<file path="src/design/wbh_bus_pkg.sv">
// wishbone host bus package: data path vector types and request/response bundles
package wbh_bus_pkg;

  // --------------------
  // vector widths
  // --------------------
  localparam int ADR_W = 32;           // byte address
  localparam int DAT_W = 32;           // one bus word
  localparam int SEL_W = DAT_W / 8;    // one enable per byte

  typedef logic [ADR_W-1:0] wb_adr_t;  // bus address
  typedef logic [DAT_W-1:0] wb_dat_t;  // data word
  typedef logic [SEL_W-1:0] wb_sel_t;  // byte enables

  // --------------------
  // request bundle
  // --------------------
  // one master's view of the bus, held until ack
  typedef struct packed {
    logic    cyc;  // bus cycle in progress
    logic    stb;  // transfer strobe
    wb_adr_t adr;  // target address
    logic    we;   // 1 = write
    wb_dat_t dat;  // write data
    wb_sel_t sel;  // byte lanes
  } wb_req_t;

  // --------------------
  // response bundle
  // --------------------
  // ack/err pulse for one cycle, dat valid with ack on reads
  typedef struct packed {
    wb_dat_t dat;  // read data
    logic    ack;  // transfer done
    logic    err;  // transfer failed
  } wb_rsp_t;

  // idle values, handy for gating
  localparam wb_req_t WB_REQ_IDLE = '0;
  localparam wb_rsp_t WB_RSP_IDLE = '0;

endpackage

</file>
<file path="src/design/wbh_map_pkg.sv">
// wishbone host address map: local decode, register offsets, resets and arbiter state
package wbh_map_pkg;

  import wbh_bus_pkg::*;

  // --------------------
  // masters
  // --------------------
  localparam int NUM_MASTERS = 3;  // external, uart bridge, spi bridge

  // round robin owner, also the arbiter state
  typedef enum logic [1:0] {
    GNT_M0,
    GNT_M1,
    GNT_M2
  } grant_e;

  // --------------------
  // address map
  // --------------------
  // adr[19] = 1 -> local regs, else slave port with banked msbs
  localparam int LOCAL_SEL_BIT = 19;
  localparam int ADR_KEEP_MSB  = 18;  // adr[18:0] passed straight through
  localparam int BANK_LSB      = 3;   // bank_sel[15:3] -> adr[31:19]

  typedef logic [15:0] bank_sel_t;  // bank register
  typedef logic [2:0]  reg_idx_t;   // word index, adr[4:2]

  // --------------------
  // local registers
  // --------------------
  localparam reg_idx_t REG_BANK_SEL  = 3'd0;
  localparam reg_idx_t REG_CLK_CTRL1 = 3'd1;

  // reset values
  localparam bank_sel_t BANK_SEL_RST  = 16'h1000;
  localparam wb_dat_t   CLK_CTRL1_RST = '0;

endpackage

</file>
<file path="src/design/wb_host.sv">
// wishbone host top: three masters arbitrated onto local registers and one slave port
`timescale 1ns/1ps

module wb_host (
  input  logic                  wbm_clk_i,
  input  logic                  s_reset_n,
  input  wbh_bus_pkg::wb_req_t  m_req_i [wbh_map_pkg::NUM_MASTERS],  // m0 ext, m1 uart, m2 spi
  output wbh_bus_pkg::wb_rsp_t  m_rsp_o [wbh_map_pkg::NUM_MASTERS],
  output wbh_bus_pkg::wb_req_t  wbs_req_o,
  input  wbh_bus_pkg::wb_rsp_t  wbs_rsp_i,
  output wbh_bus_pkg::wb_dat_t  cfg_clk_ctrl1_o
);

  import wbh_bus_pkg::*;
  import wbh_map_pkg::*;

  grant_e                 grant;
  logic [NUM_MASTERS-1:0] qual_req;                  // per master cyc & stb
  wb_req_t                port_req [NUM_MASTERS];    // gated, at most one nonzero
  wb_rsp_t                shared_rsp;
  bank_sel_t              bank_sel;

  // local register bus
  logic     reg_cs;
  logic     reg_wr;
  reg_idx_t reg_idx;
  wb_dat_t  reg_wdata;
  wb_sel_t  reg_be;
  wb_dat_t  reg_rdata;
  logic     reg_ack;

  // --------------------
  // arbitration
  // --------------------
  wbh_arb u_arb (
    .wbm_clk_i (wbm_clk_i),
    .s_reset_n (s_reset_n),
    .req_i     (qual_req),
    .grant_o   (grant)
  );

  for (genvar g = 0; g < NUM_MASTERS; g++) begin : g_port
    wbh_port u_port (
      .is_granted_i (grant == grant_e'(g)),
      .m_req_i      (m_req_i[g]),
      .m_rsp_o      (m_rsp_o[g]),
      .qual_req_o   (qual_req[g]),
      .port_req_o   (port_req[g]),
      .shared_rsp_i (shared_rsp)
    );
  end

  // --------------------
  // request path
  // --------------------
  wbh_req_stage u_req_stage (
    .wbm_clk_i    (wbm_clk_i),
    .s_reset_n    (s_reset_n),
    .port_req_i   (port_req),
    .shared_rsp_o (shared_rsp),
    .bank_sel_i   (bank_sel),
    .reg_cs_o     (reg_cs),
    .reg_wr_o     (reg_wr),
    .reg_idx_o    (reg_idx),
    .reg_wdata_o  (reg_wdata),
    .reg_be_o     (reg_be),
    .reg_rdata_i  (reg_rdata),
    .reg_ack_i    (reg_ack),
    .wbs_req_o    (wbs_req_o),
    .wbs_rsp_i    (wbs_rsp_i)
  );

  wbh_reg u_reg (
    .wbm_clk_i       (wbm_clk_i),
    .s_reset_n       (s_reset_n),
    .reg_cs_i        (reg_cs),
    .reg_wr_i        (reg_wr),
    .reg_idx_i       (reg_idx),
    .reg_wdata_i     (reg_wdata),
    .reg_be_i        (reg_be),
    .reg_rdata_o     (reg_rdata),
    .reg_ack_o       (reg_ack),
    .bank_sel_o      (bank_sel),     // feeds the address msbs
    .cfg_clk_ctrl1_o (cfg_clk_ctrl1_o)
  );

endmodule

</file>
<file path="src/design/wbh_arb.sv">
// round robin arbiter, grant held while the owning master keeps requesting
`timescale 1ns/1ps

module wbh_arb (
  input  logic                                   wbm_clk_i,
  input  logic                                   s_reset_n,
  input  logic [wbh_map_pkg::NUM_MASTERS-1:0]    req_i,     // cyc & stb per master
  output wbh_map_pkg::grant_e                    grant_o
);

  import wbh_map_pkg::*;

  grant_e grant_q;    // current owner
  grant_e grant_nxt;

  // --------------------
  // next owner
  // --------------------
  always_comb begin
    int cand;  // candidate master index
    cand      = 0;
    grant_nxt = grant_q;  // default: keep
    if (!req_i[grant_q]) begin  // owner idle, look ahead
      // walk from the farthest to the nearest, nearest wins
      for (int k = NUM_MASTERS - 1; k >= 1; k--) begin
        cand = (int'(grant_q) + k) % NUM_MASTERS;
        if (req_i[cand]) begin
          grant_nxt = grant_e'(cand[1:0]);
        end
      end
    end
  end

  always_ff @(posedge wbm_clk_i) begin
    if (!s_reset_n) begin
      grant_q <= GNT_M0;  // m0 owns after reset
    end else begin
      grant_q <= grant_nxt;
    end
  end

  assign grant_o = grant_q;

  // the new owner still holds the request that won it the path
  a_owner_live : assert property (
    @(posedge wbm_clk_i) disable iff (!s_reset_n)
    !$stable(grant_q) |-> req_i[grant_q]
  ) else $error("grant moved to a master that is not requesting");

endmodule

</file>
<file path="src/design/wbh_port.sv">
// per master port: qualifies the strobe and gates request and response by the grant
`timescale 1ns/1ps

module wbh_port (
  input  logic                  is_granted_i,  // this master owns the path
  input  wbh_bus_pkg::wb_req_t  m_req_i,       // from master
  output wbh_bus_pkg::wb_rsp_t  m_rsp_o,       // to master
  output logic                  qual_req_o,    // to arbiter
  output wbh_bus_pkg::wb_req_t  port_req_o,    // to request stage, zero if not owner
  input  wbh_bus_pkg::wb_rsp_t  shared_rsp_i   // registered response, all ports
);

  import wbh_bus_pkg::*;

  wb_req_t req_qual;  // master request with stb tied to cyc

  // stb alone means nothing without cyc
  assign qual_req_o = m_req_i.cyc & m_req_i.stb;

  always_comb begin
    req_qual     = m_req_i;
    req_qual.stb = qual_req_o;
  end

  // --------------------
  // grant gating
  // --------------------
  // only the owner reaches the shared OR
  assign port_req_o = is_granted_i ? req_qual : WB_REQ_IDLE;

  // others see ack/err low, data zeroed as well
  assign m_rsp_o    = is_granted_i ? shared_rsp_i : WB_RSP_IDLE;

  // an ack landing here must meet a live request of this master,
  // otherwise the grant moved under an outstanding transfer
  always_comb begin
    if (shared_rsp_i.ack && is_granted_i) begin
      a_ack_owner : assert (qual_req_o)
        else $error("ack delivered to a master with no request");
    end
  end

endmodule

</file>
<file path="src/design/wbh_reg.sv">
// local register block: bank select and clock control 1, byte enabled writes
`timescale 1ns/1ps

module wbh_reg (
  input  logic                   wbm_clk_i,
  input  logic                   s_reset_n,
  input  logic                   reg_cs_i,
  input  logic                   reg_wr_i,
  input  wbh_map_pkg::reg_idx_t  reg_idx_i,
  input  wbh_bus_pkg::wb_dat_t   reg_wdata_i,
  input  wbh_bus_pkg::wb_sel_t   reg_be_i,
  output wbh_bus_pkg::wb_dat_t   reg_rdata_o,
  output logic                   reg_ack_o,
  output wbh_map_pkg::bank_sel_t bank_sel_o,
  output wbh_bus_pkg::wb_dat_t   cfg_clk_ctrl1_o
);

  import wbh_bus_pkg::*;
  import wbh_map_pkg::*;

  localparam int BANK_BYTES = $bits(bank_sel_t) / 8;

  bank_sel_t bank_sel_q;
  wb_dat_t   clk_ctrl1_q;
  logic      wr_en;

  assign wr_en = reg_cs_i & reg_wr_i;

  // --------------------
  // writes
  // --------------------
  always_ff @(posedge wbm_clk_i) begin
    if (!s_reset_n) begin
      bank_sel_q  <= BANK_SEL_RST;
      clk_ctrl1_q <= CLK_CTRL1_RST;
    end else if (wr_en) begin
      if (reg_idx_i == REG_BANK_SEL) begin
        for (int b = 0; b < BANK_BYTES; b++) begin  // upper lanes dropped
          if (reg_be_i[b]) bank_sel_q[8*b +: 8] <= reg_wdata_i[8*b +: 8];
        end
      end
      if (reg_idx_i == REG_CLK_CTRL1) begin
        for (int b = 0; b < $bits(wb_sel_t); b++) begin
          if (reg_be_i[b]) clk_ctrl1_q[8*b +: 8] <= reg_wdata_i[8*b +: 8];
        end
      end
    end
  end

  // --------------------
  // reads
  // --------------------
  always_comb begin
    case (reg_idx_i)
      REG_BANK_SEL:  reg_rdata_o = wb_dat_t'(bank_sel_q);  // zero extended
      REG_CLK_CTRL1: reg_rdata_o = clk_ctrl1_q;
      default:       reg_rdata_o = '0;                     // unmapped
    endcase
  end

  assign reg_ack_o       = reg_cs_i;  // single cycle access
  assign bank_sel_o      = bank_sel_q;
  assign cfg_clk_ctrl1_o = clk_ctrl1_q;

endmodule

</file>
<file path="src/design/wbh_req_stage.sv">
// request stage: merges the granted request, decodes local vs slave, registers the response
`timescale 1ns/1ps

module wbh_req_stage (
  input  logic                  wbm_clk_i,
  input  logic                  s_reset_n,
  input  wbh_bus_pkg::wb_req_t  port_req_i [wbh_map_pkg::NUM_MASTERS],
  output wbh_bus_pkg::wb_rsp_t  shared_rsp_o,
  input  wbh_map_pkg::bank_sel_t bank_sel_i,
  // local register bus
  output logic                  reg_cs_o,
  output logic                  reg_wr_o,
  output wbh_map_pkg::reg_idx_t reg_idx_o,
  output wbh_bus_pkg::wb_dat_t  reg_wdata_o,
  output wbh_bus_pkg::wb_sel_t  reg_be_o,
  input  wbh_bus_pkg::wb_dat_t  reg_rdata_i,
  input  logic                  reg_ack_i,
  // slave port
  output wbh_bus_pkg::wb_req_t  wbs_req_o,
  input  wbh_bus_pkg::wb_rsp_t  wbs_rsp_i
);

  import wbh_bus_pkg::*;
  import wbh_map_pkg::*;

  wb_req_t sel_req;   // granted request
  logic    is_local;  // adr[19] decode
  logic    wb_req_q;  // registered strobe, one cycle late
  logic    ack_nxt;   // selected ack before the flop
  logic    err_nxt;
  wb_dat_t dat_nxt;
  logic    ack_q;
  logic    err_q;
  wb_dat_t dat_q;     // last read data, held

  // --------------------
  // merge
  // --------------------
  always_comb begin
    sel_req = WB_REQ_IDLE;
    for (int k = 0; k < NUM_MASTERS; k++) begin
      sel_req = wb_req_t'(sel_req | port_req_i[k]);  // non-owners are zero
    end
  end

  assign is_local    = sel_req.adr[LOCAL_SEL_BIT];
  assign reg_cs_o    = wb_req_q & is_local;
  assign reg_wr_o    = sel_req.we;
  assign reg_idx_o   = sel_req.adr[4:2];  // word index
  assign reg_wdata_o = sel_req.dat;
  assign reg_be_o    = sel_req.sel;

  // --------------------
  // slave side
  // --------------------
  always_comb begin
    wbs_req_o     = sel_req;
    wbs_req_o.cyc = sel_req.cyc & ~is_local;
    wbs_req_o.stb = wb_req_q & ~is_local;
    // top 13 bits from bank register, rest straight through
    wbs_req_o.adr = {bank_sel_i[$bits(bank_sel_t)-1:BANK_LSB],
                     sel_req.adr[ADR_KEEP_MSB:0]};
  end

  // response source follows the chip select
  assign ack_nxt = reg_cs_o ? reg_ack_i   : wbs_rsp_i.ack;
  assign err_nxt = reg_cs_o ? 1'b0        : wbs_rsp_i.err;  // local never errs
  assign dat_nxt = reg_cs_o ? reg_rdata_i : wbs_rsp_i.dat;

  always_ff @(posedge wbm_clk_i) begin
    if (!s_reset_n) begin
      wb_req_q <= 1'b0;
      ack_q    <= 1'b0;
      err_q    <= 1'b0;
    end else begin
      wb_req_q <= sel_req.stb & ~ack_q & ~ack_nxt;  // low after any ack
      ack_q    <= ack_nxt;
      err_q    <= err_nxt;
    end
  end

  always_ff @(posedge wbm_clk_i) begin
    if (ack_nxt) begin
      dat_q <= dat_nxt;  // keep last data on the bus
    end
  end

  assign shared_rsp_o = '{dat: dat_q, ack: ack_q, err: err_q};

  // a pending slave access keeps its address, so no register hit follows it
  a_target_excl : assert property (
    @(posedge wbm_clk_i) disable iff (!s_reset_n)
    (wbs_req_o.stb && !wbs_rsp_i.ack) |-> !reg_cs_o ##1 !reg_cs_o
  ) else $error("slave strobe and register select overlap");

endmodule

</file>
<file path="config.mk">
export PLATFORM = sky130hd
export DESIGN_NAME = wb_host
export DESIGN_NICKNAME = d
export VERILOG_FILES = /design/src/design/wbh_bus_pkg.sv /design/src/design/wbh_map_pkg.sv /design/src/design/wb_host.sv /design/src/design/wbh_arb.sv /design/src/design/wbh_port.sv /design/src/design/wbh_reg.sv /design/src/design/wbh_req_stage.sv
export SDC_FILE = /design/constraint.sdc
export NUM_CORES = 1
export LEC_CHECK = 0
export ABC_AREA = 1
export BUFFER_PORTS_ARGS = -buffer_cell sky130_fd_sc_hd__buf_4
export CORE_AREA = 2 2 177 179
export DETAILED_ROUTE_END_ITERATION = 16
export DIE_AREA = 0 0 179 181
export SLEW_MARGIN = 15
export SYNTH_ARGS = -nofsm -noshare
export SYNTH_HDL_FRONTEND = slang
export SYNTH_SLANG_ARGS = --single-unit
</file>
<file path="constraint.sdc">
create_clock -name wbm_clk_i -period 3.7 [get_ports wbm_clk_i]
set_clock_uncertainty 0.1 [all_clocks]
set_input_delay 1.11 -clock wbm_clk_i [delete_from_list [all_inputs] [get_ports wbm_clk_i]]
set_output_delay 1.11 -clock wbm_clk_i [all_outputs]
set_load 0.005 [all_outputs]
</file>
==> results of run 1 <==
## tightest hold or removal path: cells and delay by family, from the launching register on
family / cells / cell delay [ns]
compound gates: 1 / 0.07
flops: 1 / 0.32
simple gates: 1 / 0.06
## layout make-up
class / instances / area [sq um] / share of cell area
multi-input combinational: 727 / 3210 / 0.320
timing repair buffer: 433 / 3320 / 0.331
inverter: 180 / 676 / 0.0674
sequential: 85 / 2020 / 0.202
clock buffer: 10 / 239 / 0.0238
tap: 396 / 495 / 0.0494
clock inverter: 6 / 60.1 / 0.00599
## cell families after synthesis
logic type	after synthesis
AO/OA/AOI/OAI	27
adder cells (fa/ha/maj)	3
buffers and inverters	252
flip-flops	85
AND/OR/NAND/NOR	697
## worst max path at each step
stage	start	to	slack [ns]	cells past startpoint
floorplan	m_req_i[142]	wbs_req_o[0]	0.97	3
global placement	m_req_i[143]	wbs_req_o[1]	0.50	4
detailed placement	u_arb.grant_o[0]	wbs_req_o[55]	0.49	6
CTS	u_arb.grant_o[0]	wbs_req_o[55]	0.11	6
global route	u_arb.grant_o[1]	wbs_req_o[6]	0.09	7
finish	u_arb.grant_o[1]	wbs_req_o[11]	0.28	7
## per-stage QoR
step / std cells / setup slack (ns)
final: 1837 / 0.278
after global routing: 1837 / 0.0863
after CTS: 1836 / 0.112
after detailed placement: 1820 / 0.492
after global placement: 1820 / 0.499
after floorplan: 1064 / 0.969
## what timing repair did
action                                  CTS  global route
buffers inserted                          0             1
endpoints found under the setup margin    0             5
hold buffers                              0             0
## power groups by stage
stage                     clock [mW]  sequential (mW)  combinational [mW]
after floorplan                    0             1.06                1.54
after global placement             0             1.08                3.10
after detailed placement           0             1.08                3.14
after CTS                      0.941             1.06                3.15
after global routing           0.978             1.06                3.49
final                          0.918             1.06                3.14
## sequential cells by signal, summed over array words and instances, names as in the netlist
signal,cells
u_arb.grant_o,2
u_reg.bank_sel_o,16
u_reg.cfg_clk_ctrl1_o,32
u_req_stage.ack_q,1
u_req_stage.dat_q,32
u_req_stage.err_q,1
u_req_stage.wb_req_q,1
## routing by layer
layer	global-route usage	up-vias
li1	-	3941
met1	0.220	3315
met2	0.277	255
met3	0.0229	12
met4	0.0296	0
met5	0	-
## layout by cell type (no fill, tap or decap)
cell and n:
nand2_1 480, buf_4 428, inv_1 177, nor2_1 88, dfxtp_1 53, nand4_1 48, edfxtp_1 32, and3_1 31
nand3_1 27, o21ai_0 17, clkbuf_16 9, nand3_2 8, o31ai_1 8, nor2_4 6, buf_12 4, nand2_2 3
nor2_2 3, ha_4 3, inv_2 2, inv_4 2, clkinv_2 2, nand3_4 1, clkinv_1 1, a31oi_1 1
nand3b_1 1, o221ai_1 1, nor3_1 1, clkinvlp_4 1, clkbuf_8 1, bufinv_16 1, buf_16 1
==> reports/metrics.yaml, run 1 <==
hold_path_startpoint: "u_reg.bank_sel_o[12]"
placementRows: 64
highest_layer: "met4"
io_pins: 454
crit_family: "buffers and inverters"
fin_tns_setup_ns: 0
wl_per_cell_um: 15.0
cp_max_fo: 44
nNetsFinal: 1688
cts_tree: "yes"
n_fill_cell: 3323
relSlewSlack: 0.627
post_synth_inst_count: 1064
r2r-start: "u_arb.grant_o[0]"
synth_top_family_by_area: "simple AND/OR/NAND/NOR gates"
worst-slew-pin-transition_ns: 0.560
outcome: "finished, final reports clean"
finalCriticalPeriod_ns: 3.42
die_w_um: 179
postRouteAntennaNets: 0
dp.final_hpwl_um: 22000
sw_frac_of_total: 0.429
drc: 0
gp_congestion: 0.825
async_flop_share: 0
ctsResizeCount: 0
worstPathRequired_ns: 2.49
synth_flop_cell: "dfxtp_1"
synth_fa_ha_area_frac: 0.00601
leakage_nw: 5.78
power_mw: 5.12
grt_pass1_wl_um: 40600
ys_seq_elements: 85
irDropWorstVdd_mv: 0.267
path_buf_inv: 4
clk_pin_slew_ns: 0.06
finalHoldViolations: 0
period_share: 0.925
drive_gt1_frac: 0.330
r2r_end: "u_reg.bank_sel_o[9]"
syn_avg_cell_area_sq_um: 5.87
dr_wl_met3_um: 1600
htree_levels: 3
dr_wl_met2_um: 13400
num_vias: 7523
slew_viol_final: 0
rsz0062_at_grt: "no"
synth.area.top_cells: "nand2_1 29%, dfxtp_1 17%, edfxtp_1 15%"
clk_path_buf_depth: 2
path_class: "reg -> out"
pwr-share-comb: 0.614
critPathArrivalTime_ns: 2.21
clock_latency_ns: 0.34
muxShareOfSynthArea: 0
die_y_um: 181
max_freq_mhz: 292
power_density_nw_per_um2: 511
yosysMostFrequentCell: "nand2_1"
synth_compound_area_frac: 0.0256
p_int_mw: 2.92
cpPeakStageDelay_ns: 0.52
p_clk_frac: 0.179
power.switching_mw: 2.19
crit_slowest_cell: "ha_4"
ff2ff_path_depth: 11
synth_top_area_share: 0.288
yosysWarningCount: 0
cts.sinks: 85
synthSimpleGateAreaFrac: 0.476
drt_iter0_drc: 390
crit_path_end_kind: "output pin"
p_seq_frac: 0.207
grt_max_degree: 53
area_growth_pct: 60.4
vias_per_cell: 4.10
ys_types: 27
io_buffers: 417
placed_area_sq_um: 9700
synth_area_sq_um: 6250
worst_setup_path_start_kind: "register"
cts-root-buf: "clkbuf_16"
overflow: 0
crit_chain: "inv_1 -> ha_4 -> buf_4 -> nand2_1 -> and3_1 -> inv_1 -> buf_4"
grt_pass1_vias: 7140
hold_path.class: "reg -> reg"
synth_commonest_cells: "480 x nand2_1, 177 x inv_1, 88 x nor2_1"
antenna_found_initial: 0
whs_endpoint: "u_reg.bank_sel_o[12]"
hold_depth: 2
hold_ws_ns: 0.399
final_area_sq_um: 10000
cts_buffers: 9
ys_seq_area_frac: 0.324
setup_viol: 0
antenna_cells: 0
core_sq_um: 30300
synth_fp_nets: 1316
reg2reg_slack_ns: 0.77
gr-usage-all-layers: 0.163
wl_met1_um: 12300
cap_violations: 0
synth_xor_area_frac: 0
start_util: 0.206
dieArea_sq_um: 32400
drtPass1Iterations: 8
synth.largest_area_cell: "nand2_1"
wirelength_um: 27500
final_core_util: 0.330
synth-edff-count: 32
Note: power is estimated with default switching activity, not from simulation.
==> run 2: changes to the inputs <==
--- a/config.mk
+++ b/config.mk
@@ -7,9 +7,9 @@
 export LEC_CHECK = 0
 export ABC_AREA = 1
 export BUFFER_PORTS_ARGS = -buffer_cell sky130_fd_sc_hd__buf_4
-export CORE_AREA = 2 2 177 179
+export CORE_AREA = 2 2 176 178
 export DETAILED_ROUTE_END_ITERATION = 16
-export DIE_AREA = 0 0 179 181
+export DIE_AREA = 0 0 178 180
 export SLEW_MARGIN = 15
 export SYNTH_ARGS = -nofsm -noshare
 export SYNTH_HDL_FRONTEND = slang
==> reports/metrics.yaml, run 2 (synthesis results as in run 1) <==
cap_violations: 0  # unchanged
cts.sinks: 85  # unchanged
rsz0062_at_grt: "no"  # unchanged
worst-slew-pin-transition_ns: 0.543  # was 0.560 ns
postRouteAntennaNets: 0  # unchanged
max_freq_mhz: 293  # was 292 MHz
cpPeakStageDelay_ns: 0.38  # was 0.52 ns
die_y_um: 180  # was 181 um
r2r_end: "u_req_stage.dat_q[12]"  # was u_reg.bank_sel_o[9]
final_area_sq_um: 10000  # about the same
clk_path_buf_depth: 2  # unchanged
wirelength_um: 26900  # was 27500 um
area_growth_pct: 60.8  # was 60.4%
grt_pass1_vias: 7293  # was 7140
ff2ff_path_depth: 9  # was 11
clock_latency_ns: 0.35  # was 0.34 ns
placementRows: 64  # unchanged
ctsResizeCount: 0  # unchanged
cts_setup_buffers: 0  # unchanged
vias_per_cell: 4.12  # was 4.10
io_buffers: 417  # unchanged
grt_max_degree: 55  # was 53
overflow: 0  # unchanged
io_pins: 454  # unchanged
antenna_cells: 0  # unchanged
crit_chain: "inv_1 -> ha_4 -> buf_4 -> buf_4 -> nand2_1 -> inv_1 -> buf_4"  # was inv_1 -> ha_4 -> buf_4 -> nand2_1 -> and3_1 -> inv_1 -> buf_4
placed_area_sq_um: 9720  # was 9700 sq um
cp_max_fo: 27  # was 44
antenna_found_initial: 0  # unchanged
finalCriticalPeriod_ns: 3.41  # was 3.42 ns
crit_start: "u_arb.grant_o[0]"  # was u_arb.grant_o[1]
worst_setup_path_start_kind: "register"  # unchanged
path_class: "reg -> out"  # unchanged
cpMostUsedCell: "buf_4"
power_density_nw_per_um2: 514  # was 511 nW/um^2
relSlewSlack: 0.638  # was 0.627
final_common_cell: "nand2_1"  # unchanged
wl_per_cell_um: 14.6  # was 15.0 um
core_sq_um: 30200  # was 30300 sq um
irDropWorstVdd_mv: 0.304  # was 0.267 mV
die_w_um: 178  # was 179 um
grt_pass1_wl_um: 40800  # was 40600 um
setup_slack_ns: 0.292  # was 0.278 ns
gr-usage-all-layers: 0.165  # was 0.163
dieArea_sq_um: 32000  # was 32400 sq um
crit_slowest_cell: "ha_4"  # unchanged
r2r-start: "u_arb.grant_o[0]"  # unchanged
n_fill_cell: 3300  # was 3323
hold_path.class: "reg -> reg"  # unchanged
dp.final_hpwl_um: 21900  # was 22000 um
gp_congestion: 0.819  # was 0.825
crit_path_end_kind: "output pin"  # unchanged
period_share: 0.921  # was 0.925
crit_end: "m_rsp_o[13]"  # was wbs_req_o[11]
hold_ws_ns: 0.403  # was 0.399 ns
fin_tns_setup_ns: 0  # unchanged
finalHoldViolations: 0  # unchanged
worstPathRequired_ns: 2.49  # about the same
drt_iter0_drc: 405  # was 390
drtPass1Iterations: 5  # was 8
setup_viol: 0  # unchanged
slew_viol_final: 0  # unchanged
outcome: "finished, final reports clean"  # unchanged
final_cell_mix: "480 x nand2_1, 431 x buf_4, 177 x inv_1, 88 x nor2_1, 53 x dfxtp_1"  # was 480 x nand2_1, 428 x buf_4, 177 x inv_1, 88 x nor2_1, 53 x dfxtp_1
leakage_nw: 5.80  # was 5.78 nW
ctsHoldBuffers: 0  # unchanged
clk_pin_slew_ns: 0.07  # was 0.06 ns
num_vias: 7572  # was 7523
cts_tree: "yes"  # unchanged
multi_input_area_sq_um: 3210  # unchanged
htree_levels: 3  # unchanged
regArea_sq_um: 2020  # unchanged
drive_gt1_frac: 0.331  # was 0.330
pre_cts_slack_ns: 0.648  # was 0.492 ns
cts-root-buf: "clkbuf_16"  # unchanged
nNetsFinal: 1690  # was 1688
critPathArrivalTime_ns: 2.20  # was 2.21 ns
start_util: 0.207  # was 0.206
reg2reg_slack_ns: 1.10  # was 0.77 ns
cts_buffers: 9  # unchanged
drc: 0  # unchanged
run 2: how the worst min path moves through the flow:
stage	startpoint	end	cells past startpoint
after floorplan	u_req_stage.ack_q	u_req_stage.wb_req_q	1
after global placement	u_reg.bank_sel_o[12]	u_reg.bank_sel_o[12]	2
after detailed placement	u_reg.cfg_clk_ctrl1_o[9]	u_reg.cfg_clk_ctrl1_o[9]	2
after CTS	u_reg.cfg_clk_ctrl1_o[9]	u_reg.cfg_clk_ctrl1_o[9]	2
after global routing	u_reg.bank_sel_o[13]	u_reg.bank_sel_o[13]	2
final	u_reg.cfg_clk_ctrl1_o[9]	u_reg.cfg_clk_ctrl1_o[9]	2
run 2: report_power, final:
| part | internal (mW) | switching, mW |
|---|---|---|
| Combinational | 1.35 | 1.77 |
| Sequential | 1.02 | 0.0369 |
| Clock | 0.589 | 0.402 |
run 2: metrics by stage:
stage	utilization	power [mW]	instances
floorplan	-	2.61	1064
global placement	0.322	4.20	1823
detailed placement	0.322	4.22	1823
CTS	0.333	5.22	1839
global route	0.333	5.58	1839
finish	0.333	5.16	1839
run 2: layout make-up:
type                            count  share of cell area
Timing Repair Buffer              435               0.330
Multi-Input combinational cell    727               0.320
Sequential cell                    85               0.201
Inverter                          180              0.0672
Tap cell                          396              0.0493
Clock buffer                       11              0.0263
Clock inverter                      5             0.00635
run 2: per-layer routing:
| layer | GRT usage | wire length [um] |
|---|---|---|
| met5 | 0 | 0 |
| met2 | 0.275 | 12800 |
| met4 | 0.0416 | 431 |
| met3 | 0.0226 | 1550 |
| met1 | 0.222 | 12200 |
run 2: worst max-delay path: cells and delay by family (launching register included):
kind                     cells  cell delay, ns
AND/OR/NAND/NOR              1            0.09
buffers and inverters        5            1.00
flip-flops                   1            0.37
adder cells (fa/ha/maj)      1            0.38
==> run 3: changes to the inputs <==
--- a/config.mk
+++ b/config.mk
@@ -6,7 +6,7 @@
 export NUM_CORES = 1
 export LEC_CHECK = 0
 export ABC_AREA = 1
-export BUFFER_PORTS_ARGS = -buffer_cell sky130_fd_sc_hd__buf_4
+export BUFFER_PORTS_ARGS = -buffer_cell sky130_fd_sc_hd__buf_2
 export CORE_AREA = 2 2 176 178
 export DETAILED_ROUTE_END_ITERATION = 16
 export DIE_AREA = 0 0 178 180
==> reports/metrics.yaml, run 3 (synthesis results as in run 1) <==
outcome: "finished, final reports clean"  # unchanged
gr-usage-all-layers: 0.160  # was 0.165
hold_ws_ns: 0.401  # was 0.403 ns
final_common_cell: "nand2_1"  # unchanged
multi_input_area_sq_um: 3210  # unchanged
dieArea_sq_um: 32000  # unchanged
r2r_end: "u_req_stage.dat_q[7]"  # was u_req_stage.dat_q[12]
die_y_um: 180  # unchanged
gp_congestion: 0.852  # was 0.819
antenna_found_initial: 2  # was 0
fin_tns_setup_ns: 0  # unchanged
irDropWorstVdd_mv: 0.243  # was 0.304 mV
r2r-start: "u_arb.grant_o[0]"  # unchanged
relSlewSlack: 0.417  # was 0.638
critPathArrivalTime_ns: 2.20  # about the same
io_pins: 454  # unchanged
grt_max_degree: 59  # was 55
ctsHoldBuffers: 0  # unchanged
leakage_nw: 5.53  # was 5.80 nW
drtPass1Iterations: 5  # unchanged
n_fill_cell: 3382  # was 3300
placementRows: 64  # unchanged
finalHoldViolations: 0  # unchanged
wl_per_cell_um: 14.3  # was 14.6 um
hold_depth: 2  # unchanged
cap_violations: 0  # unchanged
start_util: 0.207  # unchanged
cts.sinks: 85  # unchanged
whs_endpoint: "u_reg.cfg_clk_ctrl1_o[11]"  # was u_reg.cfg_clk_ctrl1_o[9]
worstPathRequired_ns: 2.49  # about the same
vias_per_cell: 4.14  # was 4.12
dp.final_hpwl_um: 21200  # was 21900 um
worst_setup_path_start_kind: "register"  # unchanged
power_density_nw_per_um2: 521  # was 514 nW/um^2
io_buffers: 417  # unchanged
die_w_um: 178  # unchanged
hold_path_startpoint: "u_reg.cfg_clk_ctrl1_o[11]"  # was u_reg.cfg_clk_ctrl1_o[9]
postRouteAntennaNets: 0  # unchanged
final_area_sq_um: 8960  # was 10000 sq um
regArea_sq_um: 2020  # unchanged
final_cells: 1839  # unchanged
setup_viol: 0  # unchanged
hold_path.class: "reg -> reg"  # unchanged
reg2reg_slack_ns: 0.86  # was 1.10 ns
ff2ff_path_depth: 11  # was 9
dp_cells: 1821  # was 1823
path_class: "reg -> out"  # unchanged
clk_path_buf_depth: 2  # unchanged
wirelength_um: 26300  # was 26900 um
final_cell_mix: "480 x nand2_1, 417 x buf_2, 177 x inv_1, 88 x nor2_1, 53 x dfxtp_1"  # was 480 x nand2_1, 431 x buf_4, 177 x inv_1, 88 x nor2_1, 53 x dfxtp_1
max_freq_mhz: 293  # about the same
clk_pin_slew_ns: 0.07  # about the same
drc: 0  # unchanged
grt_pass1_vias: 7098  # was 7293
placed_area_sq_um: 8660  # was 9720 sq um
slew_viol_final: 0  # unchanged
ctsResizeCount: 0  # unchanged
drt_iter0_drc: 407  # was 405
htree_levels: 3  # unchanged
drive_gt1_frac: 0.330  # was 0.331
finalCriticalPeriod_ns: 3.41  # about the same
crit_path_end_kind: "output pin"  # unchanged
nNetsFinal: 1688  # was 1690
num_vias: 7617  # was 7572
clock_latency_ns: 0.34  # was 0.35 ns
cts_tree: "yes"  # unchanged
period_share: 0.922  # was 0.921
cts_buffers: 9  # unchanged
overflow: 0  # unchanged
core_sq_um: 30200  # unchanged
worst-slew-pin-transition_ns: 0.875  # was 0.543 ns
power_mw: 4.67  # was 5.16 mW
cts_setup_buffers: 0  # unchanged
cts-root-buf: "clkbuf_16"  # unchanged
grt_pass1_wl_um: 39600  # was 40800 um
area_growth_pct: 43.3  # was 60.8%
rsz0062_at_grt: "no"  # unchanged
cp_max_fo: 40  # was 27
## run 3: how the worst max path moves through the flow
| stage | start | end | slack (ns) | cells past startpoint |
|---|---|---|---|---|
| floorplan | m_req_i[142] | wbs_req_o[0] | 0.97 | 3 |
| global placement | u_arb.grant_o[0] | wbs_req_o[24] | 0.66 | 7 |
| detailed placement | u_arb.grant_o[0] | wbs_req_o[11] | 0.66 | 7 |
| CTS | u_arb.grant_o[0] | wbs_req_o[24] | 0.26 | 7 |
| global route | u_arb.grant_o[0] | wbs_req_o[11] | 0.11 | 7 |
| finish | u_arb.grant_o[0] | wbs_req_o[11] | 0.29 | 7 |
## run 3: power by group
| group | total (mW) | switching, mW | internal [mW] |
|---|---|---|---|
| Sequential | 1.06 | 0.0364 | 1.02 |
| Combinational | 2.72 | 1.71 | 1.00 |
| Clock | 0.894 | 0.420 | 0.474 |
## run 3: final cells by class
type	count	share of cell area
Timing Repair Buffer	433	0.252
Multi-Input combinational cell	727	0.359
Clock buffer	9	0.0251
Tap cell	396	0.0553
Antenna cell	2	0.000559
Sequential cell	85	0.226
Inverter	180	0.0754
Clock inverter	7	0.00726
## run 3: through the flow
step                setup slack [ns]  utilization
CTS                            0.260        0.297
floorplan                      0.969            -
finish                         0.287        0.297
global placement               0.657        0.287
global route                   0.111        0.297
detailed placement             0.657        0.287
## run 3: worst max-delay path: stages (launching register included)
cell and delay (ns):
dfxtp_1 0.36, inv_1 0.22, ha_4 0.49, buf_4 0.30, nand2_1 0.06, and3_1 0.22
inv_1 0.06, buf_2 0.10
## run 3: metal layers
metal	global-route usage	up-vias	share of wire
met5	0	-	0
met4	0.0459	0	0.020
met3	0.0262	28	0.065
met2	0.263	310	0.46
met1	0.215	3340	0.46
li1	-	3939	-
